[src/imem_pkg.sv]
package imem_pkg;

    ////////////////////////////////////////////////////////////////////////////
    // Memory and serial sizes
    ////////////////////////////////////////////////////////////////////////////

    // Program store, one byte per address
    localparam int MEM_BYTES = 64;
    localparam int ADDR_W = 6;

    // Serial bit period in clk cycles
    localparam int CLKS_PER_BIT = 16;
    // Width of the bit period counter
    localparam int CNT_W = $clog2(CLKS_PER_BIT);

    ////////////////////////////////////////////////////////////////////////////
    // RAM bus masters
    ////////////////////////////////////////////////////////////////////////////

    localparam int N_MASTERS = 2;
    // Lower index wins the arbitration
    localparam int M_LDR = 0;
    localparam int M_FCH = 1;

    ////////////////////////////////////////////////////////////////////////////
    // Instruction word
    ////////////////////////////////////////////////////////////////////////////

    // RV32 base register layout, MSB first
    typedef struct packed {
        logic [6:0] funct7;
        logic [4:0] rs2;
        logic [4:0] rs1;
        logic [2:0] funct3;
        logic [4:0] rd;
        logic [6:0] opcode;
    } instr_fields_t;

    // Same 32 bits, either as bytes or as decoded fields
    typedef union packed {
        // bytes[0] is the byte at the PC (little-endian)
        logic [3:0][7:0] bytes;
        instr_fields_t fields;
    } instr_t;

endpackage

[src/mem_bus_if.sv]
`timescale 1ns/10ps

interface mem_bus_if
    import imem_pkg::*;
();

    // Request side, held by the master until gnt
    logic req;
    logic we;
    logic [ADDR_W-1:0] addr;
    logic [7:0] wdata;

    // Combinational grant from the arbiter
    logic gnt;
    // Read data, valid one cycle after a granted read
    logic [7:0] rdata;

    modport master (
        output req,
        output we,
        output addr,
        output wdata,
        input gnt,
        input rdata
    );

    modport arbiter (
        input req,
        input we,
        input addr,
        input wdata,
        output gnt,
        output rdata
    );

endinterface

[src/uart_rx.sv]
`timescale 1ns/10ps

module uart_rx
    import imem_pkg::*;
(
    input logic clk,
    input logic arst_n,
    input logic rx,
    output logic [7:0] data,
    output logic byte_valid
);

    typedef enum logic [1:0] {
        S_IDLE,
        S_START,
        S_DATA,
        S_STOP
    } rx_state_t;

    rx_state_t state;
    // Two-flop synchronizer plus one delay for the edge detect
    logic rx_s1;
    logic rx_s2;
    logic rx_d;
    logic [CNT_W-1:0] tick_cnt;
    logic [2:0] bit_idx;
    logic [7:0] shift_q;

    // Falling edge on the idle-high line marks a start bit
    logic start_edge;
    assign start_edge = rx_d & ~rx_s2;

    // Byte stays put in the shifter until the next frame's first data bit
    assign data = shift_q;

    always_ff @(posedge clk or negedge arst_n) begin
        if (!arst_n) begin
            rx_s1 <= 1'b1;
            rx_s2 <= 1'b1;
            rx_d <= 1'b1;
            state <= S_IDLE;
            tick_cnt <= '0;
            bit_idx <= '0;
            byte_valid <= 1'b0;
        end else begin
            rx_s1 <= rx;
            rx_s2 <= rx_s1;
            rx_d <= rx_s2;
            byte_valid <= 1'b0;
            tick_cnt <= tick_cnt + 1'b1;
            case (state)
                S_IDLE: begin
                    tick_cnt <= '0;
                    if (start_edge) begin
                        state <= S_START;
                    end
                end
                // Wait half a bit, then confirm the start is still low
                S_START: begin
                    if (tick_cnt == CNT_W'(CLKS_PER_BIT / 2 - 1)) begin
                        tick_cnt <= '0;
                        bit_idx <= '0;
                        state <= rx_s2 ? S_IDLE : S_DATA;
                    end
                end
                // Sample each data bit at mid-bit, LSB first
                S_DATA: begin
                    if (tick_cnt == CNT_W'(CLKS_PER_BIT - 1)) begin
                        shift_q <= {rx_s2, shift_q[7:1]};
                        bit_idx <= bit_idx + 1'b1;
                        if (bit_idx == 3'd7) begin
                            state <= S_STOP;
                        end
                    end
                end
                // Good stop bit gives the strobe, a low one drops the byte
                S_STOP: begin
                    if (tick_cnt == CNT_W'(CLKS_PER_BIT - 1)) begin
                        byte_valid <= rx_s2;
                        state <= S_IDLE;
                    end
                end
                default: state <= S_IDLE;
            endcase
        end
    end

endmodule

[src/boot_loader.sv]
`timescale 1ns/10ps

module boot_loader
    import imem_pkg::*;
(
    input logic clk,
    input logic arst_n,
    input logic [7:0] data,
    input logic byte_valid,
    mem_bus_if.master bus,
    output logic boot_done
);

    // Next RAM address to fill, starting at 0
    logic [ADDR_W-1:0] wr_addr;
    // Write waiting for its grant
    logic pending;
    logic [7:0] wr_byte;

    logic last_byte;
    assign last_byte = (wr_addr == ADDR_W'(MEM_BYTES - 1));

    // Loader only ever writes
    assign bus.req = pending;
    assign bus.we = pending;
    assign bus.addr = wr_addr;
    assign bus.wdata = wr_byte;

    always_ff @(posedge clk or negedge arst_n) begin
        if (!arst_n) begin
            wr_addr <= '0;
            pending <= 1'b0;
            boot_done <= 1'b0;
        end else begin
            // Bytes after boot done are ignored
            if (byte_valid && !boot_done) begin
                pending <= 1'b1;
            end
            if (pending && bus.gnt) begin
                pending <= 1'b0;
                wr_addr <= wr_addr + 1'b1;
                if (last_byte) begin
                    boot_done <= 1'b1;
                end
            end
        end
    end

    // Payload copy of the received byte
    always_ff @(posedge clk) begin
        if (byte_valid && !boot_done) begin
            wr_byte <= data;
        end
    end

    // Byte period is far longer than a write, so no overrun
    a_no_overrun: assert property (@(posedge clk) disable iff (!arst_n)
        byte_valid |-> !pending)
        else $error("boot_loader: byte arrived with a write still pending");

endmodule

[src/mem_arbiter.sv]
`timescale 1ns/10ps

module mem_arbiter
    import imem_pkg::*;
(
    input logic clk,
    input logic arst_n,
    mem_bus_if.arbiter ldr,
    mem_bus_if.arbiter fch,
    output logic ram_en,
    output logic ram_we,
    output logic [ADDR_W-1:0] ram_addr,
    output logic [7:0] ram_wdata,
    input logic [7:0] ram_rdata
);

    ////////////////////////////////////////////////////////////////////////////
    // Fixed priority grant
    ////////////////////////////////////////////////////////////////////////////

    logic [N_MASTERS-1:0] gnt;

    // Loader always wins
    assign gnt[M_LDR] = ldr.req;
    assign gnt[M_FCH] = fch.req & ~ldr.req;

    assign ldr.gnt = gnt[M_LDR];
    assign fch.gnt = gnt[M_FCH];

    ////////////////////////////////////////////////////////////////////////////
    // RAM port mux
    ////////////////////////////////////////////////////////////////////////////

    assign ram_en = |gnt;
    assign ram_we = (gnt[M_LDR] & ldr.we) | (gnt[M_FCH] & fch.we);
    assign ram_addr = gnt[M_LDR] ? ldr.addr : fch.addr;
    assign ram_wdata = gnt[M_LDR] ? ldr.wdata : fch.wdata;

    // Read data goes to both, only the granted master takes it
    assign ldr.rdata = ram_rdata;
    assign fch.rdata = ram_rdata;

    a_one_grant: assert property (@(posedge clk) disable iff (!arst_n)
        $onehot0(gnt))
        else $error("mem_arbiter: both masters granted");

    // Fetch must hold its read while the loader owns the RAM
    a_fch_hold: assert property (@(posedge clk) disable iff (!arst_n)
        fch.req && !fch.gnt |=> fch.req && $stable(fch.addr))
        else $error("mem_arbiter: fetch request dropped before grant");

endmodule

[src/byte_ram.sv]
`timescale 1ns/10ps

module byte_ram
    import imem_pkg::*;
(
    input logic clk,
    input logic en,
    input logic we,
    input logic [ADDR_W-1:0] addr,
    input logic [7:0] wdata,
    output logic [7:0] rdata
);

    // Program storage
    logic [7:0] mem [MEM_BYTES];

    // Single port, write or registered read per enabled cycle
    always_ff @(posedge clk) begin
        if (en) begin
            if (we) begin
                mem[addr] <= wdata;
            end else begin
                rdata <= mem[addr];
            end
        end
    end

endmodule

[src/instr_fetch.sv]
`timescale 1ns/10ps

module instr_fetch
    import imem_pkg::*;
(
    input logic clk,
    input logic arst_n,
    input logic fetch_req,
    input logic [ADDR_W-1:0] pc,
    mem_bus_if.master bus,
    output logic fetch_busy,
    output logic instr_valid,
    output logic [31:0] instr,
    output logic [6:0] opcode,
    output logic [4:0] rd,
    output logic [2:0] funct3,
    output logic [4:0] rs1,
    output logic [4:0] rs2,
    output logic [6:0] funct7
);

    typedef enum logic [1:0] {
        S_IDLE,
        S_RUN,
        S_DONE
    } fetch_state_t;

    fetch_state_t state;
    logic [ADDR_W-1:0] base_pc;
    // Reads granted so far, 0 to 4
    logic [2:0] rd_idx;
    // Bytes returned so far
    logic [1:0] rx_idx;
    // A read was granted last cycle, its data is on rdata now
    logic rd_pend;
    instr_t word_q;
    instr_t word_nxt;
    instr_t out_q;
    logic last_rx;

    ////////////////////////////////////////////////////////////////////////////
    // Bus side
    ////////////////////////////////////////////////////////////////////////////

    // Next read overlaps the data return of the previous one
    assign bus.req = (state == S_RUN) && !rd_idx[2];
    assign bus.we = 1'b0;
    assign bus.wdata = '0;
    // Wraps at the top of the RAM, no alignment check
    assign bus.addr = base_pc + ADDR_W'(rd_idx[1:0]);

    // Merge the returning byte into the little-endian word
    always_comb begin
        word_nxt = word_q;
        if (rd_pend) begin
            word_nxt.bytes[rx_idx] = bus.rdata;
        end
    end

    assign last_rx = rd_pend && (rx_idx == 2'd3);

    always_ff @(posedge clk or negedge arst_n) begin
        if (!arst_n) begin
            state <= S_IDLE;
            rd_idx <= '0;
            rx_idx <= '0;
            rd_pend <= 1'b0;
            instr_valid <= 1'b0;
            out_q <= '0;
        end else begin
            rd_pend <= bus.req && bus.gnt;
            instr_valid <= 1'b0;
            if (bus.req && bus.gnt) begin
                rd_idx <= rd_idx + 1'b1;
            end
            if (rd_pend) begin
                rx_idx <= rx_idx + 1'b1;
            end
            case (state)
                // Requests are only taken here, busy ones are dropped
                S_IDLE: begin
                    if (fetch_req) begin
                        state <= S_RUN;
                        rd_idx <= '0;
                        rx_idx <= '0;
                    end
                end
                S_RUN: begin
                    if (last_rx) begin
                        out_q <= word_nxt;
                        instr_valid <= 1'b1;
                        state <= S_DONE;
                    end
                end
                // Valid cycle, busy still high
                S_DONE: state <= S_IDLE;
                default: state <= S_IDLE;
            endcase
        end
    end

    // Capture PC and collect bytes
    always_ff @(posedge clk) begin
        if (state == S_IDLE && fetch_req) begin
            base_pc <= pc;
        end
        word_q <= word_nxt;
    end

    ////////////////////////////////////////////////////////////////////////////
    // Outputs
    ////////////////////////////////////////////////////////////////////////////

    assign fetch_busy = (state != S_IDLE);
    assign instr = out_q.bytes;
    assign opcode = out_q.fields.opcode;
    assign rd = out_q.fields.rd;
    assign funct3 = out_q.fields.funct3;
    assign rs1 = out_q.fields.rs1;
    assign rs2 = out_q.fields.rs2;
    assign funct7 = out_q.fields.funct7;

    a_valid_busy: assert property (@(posedge clk) disable iff (!arst_n)
        instr_valid |-> fetch_busy)
        else $error("instr_fetch: instr_valid outside a fetch");

endmodule

[src/imem_top.sv]
`timescale 1ns/10ps

module imem_top
    import imem_pkg::*;
(
    input logic clk,
    input logic arst_n,
    input logic rx,
    input logic fetch_req,
    input logic [ADDR_W-1:0] pc,
    output logic boot_done,
    output logic fetch_busy,
    output logic instr_valid,
    output logic [31:0] instr,
    output logic [6:0] opcode,
    output logic [4:0] rd,
    output logic [2:0] funct3,
    output logic [4:0] rs1,
    output logic [4:0] rs2,
    output logic [6:0] funct7
);

    // Receiver to loader
    logic [7:0] rx_data;
    logic rx_valid;

    // Arbiter to RAM
    logic ram_en;
    logic ram_we;
    logic [ADDR_W-1:0] ram_addr;
    logic [7:0] ram_wdata;
    logic [7:0] ram_rdata;

    // One bus per master
    mem_bus_if ldr_bus ();
    mem_bus_if fch_bus ();

    ////////////////////////////////////////////////////////////////////////////
    // Load path
    ////////////////////////////////////////////////////////////////////////////

    uart_rx u_uart_rx (
        .clk        (clk),
        .arst_n     (arst_n),
        .rx         (rx),
        .data       (rx_data),
        .byte_valid (rx_valid)
    );

    boot_loader u_boot_loader (
        .clk        (clk),
        .arst_n     (arst_n),
        .data       (rx_data),
        .byte_valid (rx_valid),
        .bus        (ldr_bus.master),
        .boot_done  (boot_done)
    );

    ////////////////////////////////////////////////////////////////////////////
    // Shared RAM and fetch path
    ////////////////////////////////////////////////////////////////////////////

    mem_arbiter u_mem_arbiter (
        .clk       (clk),
        .arst_n    (arst_n),
        .ldr       (ldr_bus.arbiter),
        .fch       (fch_bus.arbiter),
        .ram_en    (ram_en),
        .ram_we    (ram_we),
        .ram_addr  (ram_addr),
        .ram_wdata (ram_wdata),
        .ram_rdata (ram_rdata)
    );

    byte_ram u_byte_ram (
        .clk   (clk),
        .en    (ram_en),
        .we    (ram_we),
        .addr  (ram_addr),
        .wdata (ram_wdata),
        .rdata (ram_rdata)
    );

    instr_fetch u_instr_fetch (
        .clk         (clk),
        .arst_n      (arst_n),
        .fetch_req   (fetch_req),
        .pc          (pc),
        .bus         (fch_bus.master),
        .fetch_busy  (fetch_busy),
        .instr_valid (instr_valid),
        .instr       (instr),
        .opcode      (opcode),
        .rd          (rd),
        .funct3      (funct3),
        .rs1         (rs1),
        .rs2         (rs2),
        .funct7      (funct7)
    );

endmodule

[config.mk]
export PLATFORM = sky130hd
export DESIGN_NAME = imem_top
export DESIGN_NICKNAME = d
export VERILOG_FILES = /design/src/imem_pkg.sv /design/src/mem_bus_if.sv /design/src/uart_rx.sv /design/src/boot_loader.sv /design/src/mem_arbiter.sv /design/src/byte_ram.sv /design/src/instr_fetch.sv /design/src/imem_top.sv
export SDC_FILE = /design/constraint.sdc
export NUM_CORES = 1
export LEC_CHECK = 0
export BUFFER_PORTS_ARGS = -buffer_cell sky130_fd_sc_hd__buf_4
export CAP_MARGIN = 20
export CORE_ASPECT_RATIO = 0.75
export CORE_MARGIN = 8
export CORE_UTILIZATION = 37
export CTS_BUF_LIST = sky130_fd_sc_hd__clkbuf_16
export DETAILED_ROUTE_END_ITERATION = 7
export GPL_TIMING_DRIVEN = 0
export PLACE_DENSITY = 0.54
export SETUP_SLACK_MARGIN = 0.1
export SLEW_MARGIN = 25
export SYNTH_ARGS = -nofsm -noshare
export SYNTH_HDL_FRONTEND = slang
export SYNTH_SLANG_ARGS = --single-unit
[constraint.sdc]
create_clock -name clk -period 3.2 [get_ports clk]
set_input_delay 0.48 -clock clk [delete_from_list [all_inputs] [get_ports clk]]
set_output_delay 0.48 -clock clk [all_outputs]
set_load 0.03 [all_outputs]
==> impl_metrics.toml <==
[worst_setup_path]
crit_start = "u_instr_fetch.base_pc[0]"
reg2reg_to = "u_byte_ram.rdata[2]"
critPathMaxStageDelay_ps = 570
crit_type = "reg2reg"
cp-endpoint = "u_byte_ram.rdata[2]"
regToRegStartpoint = "u_instr_fetch.base_pc[0]"
end_kind = "flip-flop"
start_kind = "flip-flop"
cpMaxStageDelayCell = "fa_2"
r2r_cells = 11
r2r_slack_ps = -250
worstPathCellList = "ha_2 > fa_2 > inv_2 > a32oi_2 > buf_6 > buf_4 > buf_8 > o22ai_1 > o211ai_1 > nand4_1 > or3_4"
cp.required_ps = 3550
cp_max_fo = 5
arrival_ps = 3790

[synthesis]
synth.area.mux_share_pct = 11.7
synthTopCellsByArea = "edfxtp_1 65%, mux2i_1 10%, dfrtp_1 5.9%"
synth.ff_latch_count = 628
synth-xor-area-share_pct = 0.347
synth_compound_area_share_pct = 5.43
synthSimpleGateAreaFrac_pct = 5.16
synth-edff-count = 542
synth_common_cells = "542 x edfxtp_1, 260 x mux2i_1, 144 x o22ai_1, 115 x nand2_1, 112 x nor2_1"
syn_inst = 1567
post_synth.cell_area_avg_um2 = 15.9
syn_nets = 1593
synth-adder-area-share_pct = 0.835
synth.yosys.seq_area_share_pct = 73.6
synth_area_um2 = 24900
ys_types = 53
synth_top_cell_area_share_pct = 65.5
yosys_warnings = 0
synth_top_area_cell = "edfxtp_1"
ys.flop_type = "edfxtp_1"
yosysMostFrequentCell = "edfxtp_1"
async_flop_share_pct = 9.87
synth_top_family_by_area = "multiplexers"

[cells_and_area]
fin_cells = 2710
syn_to_final_growth_pct = 22.0
multi_input_comb_area_um2 = 6500
design_area_um2 = 30300
drive_gt1_share_pct = 26.4
seq_area_um2 = 18300
fin_util_pct = 45.5
fin_nets = 1807
fill_cells = 5819
antenna_cells = 0

[clocking]
cts_buffer_depth = 3
htreeDepth = 2
cts_tree = "yes"
cts_root_buf = "clkbuf_16"
path_clk_slew_ps = 60
clock_latency_ps = 610
clock-sinks = 628
cts_buffers = 60

[power]
switching_power_mw = 9.48
leakage_nw = 10.2
pwr_density_cell_nw_per_um2 = 880
p_comb_share_pct = 39.1
swShare_pct = 35.5
cell_internal_pwr_mw = 17.2
clkPwrFrac_pct = 24.8
vdd_drop_max_mv = 0.473
total_power_mw = 26.7
seqPwrFrac_pct = 36.1

[detailed_routing]
first_pass_iters = 6
vias = 14200
wl_per_cell_um = 23.3
drtAntennaViolNets = 0
drt_iter0_drc = 1302
wl_um = 63200
remaining_drc_errors = 0
vias_per_cell = 5.26

[placement]
place_inst = 2534
placed_area_um2 = 26700
place_ws_ps = -854
port_buffers = 76
dpl.hpwl_um = 41400
finalWeightedCongestion = 0.888

[sta]
whs_ps = 52.9
max_freq_ghz = 0.290
period_share_pct = 108
finalClockSkew_ps = 10.2
worstMarginPinSlew_ps = 808
fin_ws_ps = -248
hold_viol_final = 0
setup_viol = 8
maxSlewHeadroom_pct = 46.1
rsz0062_at_grt = "yes"
period_minus_slack_ps = 3450
setup-tns-final_ps = -1520
slew_violations = 0

[floorplanning]
io_pins = 77
die_w_um = 315
start_util_pct = 37.3
dieArea_um2 = 75800
die_h_um = 241
placementRows = 82
coreArea_um2 = 66700

[grt]
grt_pass1_vias = 14200
antenna_found_initial = 1
grt_usage_pct = 16.3
met2_usage_pct = 24.9
grt_pass1_wl_um = 92600
use_met3_pct = 3.53
top_usage_layer = "met2"
grt_max_degree = 65
grt.overflow.total = 0
grt_use_met1_pct = 23.9

[run_status]
violations = "setup timing"
status = "finished, violations left"

[min_path]
worstHoldPathType = "in2reg"

[run]
cap_violations = 0
[repair_timing]
item / CTS / global route
pin swaps: 52 / 33
hold buffers: 2 / 0
cloned: 1 / 2
buffers inserted: 43 / 19
resized for setup: 222 / 38
endpoints found under the hold margin: 60 / 0
endpoints found under the setup margin: 496 / 370
[worst min path at each step]
| stage | start | endpoint | cells past startpoint |
|---|---|---|---|
| after floorplan | arst_n | asynchronous set/reset pin | 0 |
| after global placement | u_uart_rx.rx_s1 | u_uart_rx.rx_s2 | 0 |
| after detailed placement | u_uart_rx.rx_s1 | u_uart_rx.rx_s2 | 0 |
| after CTS | pc[3] | u_instr_fetch.base_pc[3] | 1 |
| after global routing | pc[3] | u_instr_fetch.base_pc[3] | 1 |
| final | pc[0] | u_instr_fetch.base_pc[0] | 1 |
[flip-flops by register name, summed over array words and instances, names as in the netlist, 2 cells and up, named ones only]
register                 count
u_uart_rx.data               8
u_byte_ram.rdata             8
u_instr_fetch.rx_idx         2
u_uart_rx.tick_cnt           4
u_instr_fetch.instr         32
u_instr_fetch.base_pc        6
u_instr_fetch.rd_idx         3
u_uart_rx.bit_idx            3
u_boot_loader.bus.addr       6
u_byte_ram.mem             512
u_boot_loader.bus.wdata      8
u_instr_fetch.word_q        24
u_instr_fetch.state          2
[critical path, delay by kind of cell, from the launching register on]
family	cells	cell delay [ps]
buffers and inverters	4	490
adder cells (fa/ha/maj)	2	790
flip-flops	1	380
AO/OA/AOI/OAI	3	740
AND/OR/NAND/NOR	2	790
[layout by cell type (no fill, tap or decap), types with 7 or more instances in the layout]
master       n
nand2_1    111
buf_4      161
dfxtp_1     24
edfxtp_1   542
nor2_4      60
mux2_2      26
o21ai_0      9
and2_4       8
o211ai_1    32
mux2i_1    259
o22ai_1    137
buf_12      31
clkbuf_16   64
buf_6       20
inv_1       29
nand4_1     10
nand2b_1     9
buf_2       25
or3_4        8
ha_1        14
clkinv_2    14
xnor2_1      7
clkinv_1    10
clkbuf_1     9
o22ai_2      7
nor2_1      49
buf_8        7
dfrtp_1     59
[per-layer routing]
metal / share of wire [%] / wire (um)
met1: 46 / 29400
met2: 44 / 27800
met3: 7.8 / 4950
met4: 1.7 / 1080
met5: 0.017 / 11
[power groups by stage]
stage | clock, mW | sequential (mW) | combinational (mW)
6_report | 6.62 | 9.63 | 10.4
5_1_grt | 7.11 | 9.68 | 10.9
4_1_cts | 6.76 | 9.64 | 9.89
3_5_place_dp | 0 | 9.81 | 8.84
3_3_place_gp | 0 | 9.79 | 8.77
2_1_floorplan | 0 | 10.0 | 5.38
[cell type report]
type	count	share of cell area, %
plain buffers	118	3.13
clock buffers	62	5.12
clock inverters	47	0.842
inverters	13	0.161
multi-input cells	808	21.4
flip-flops and latches	628	60.4
well taps	882	3.64
repair buffers	152	5.31
[logic make-up (layout without fill, tap and decap cells)]
| logic type | Yosys count | count (layout) |
|---|---|---|
| compound gates | 205 | 205 |
| xor+xnor | 9 | 9 |
| fa+ha+maj | 16 | 16 |
| buf+inv | 131 | 392 |
| flops | 628 | 628 |
| mux | 287 | 287 |
| simple gates | 291 | 291 |
Power figures use the tool's default switching activity.
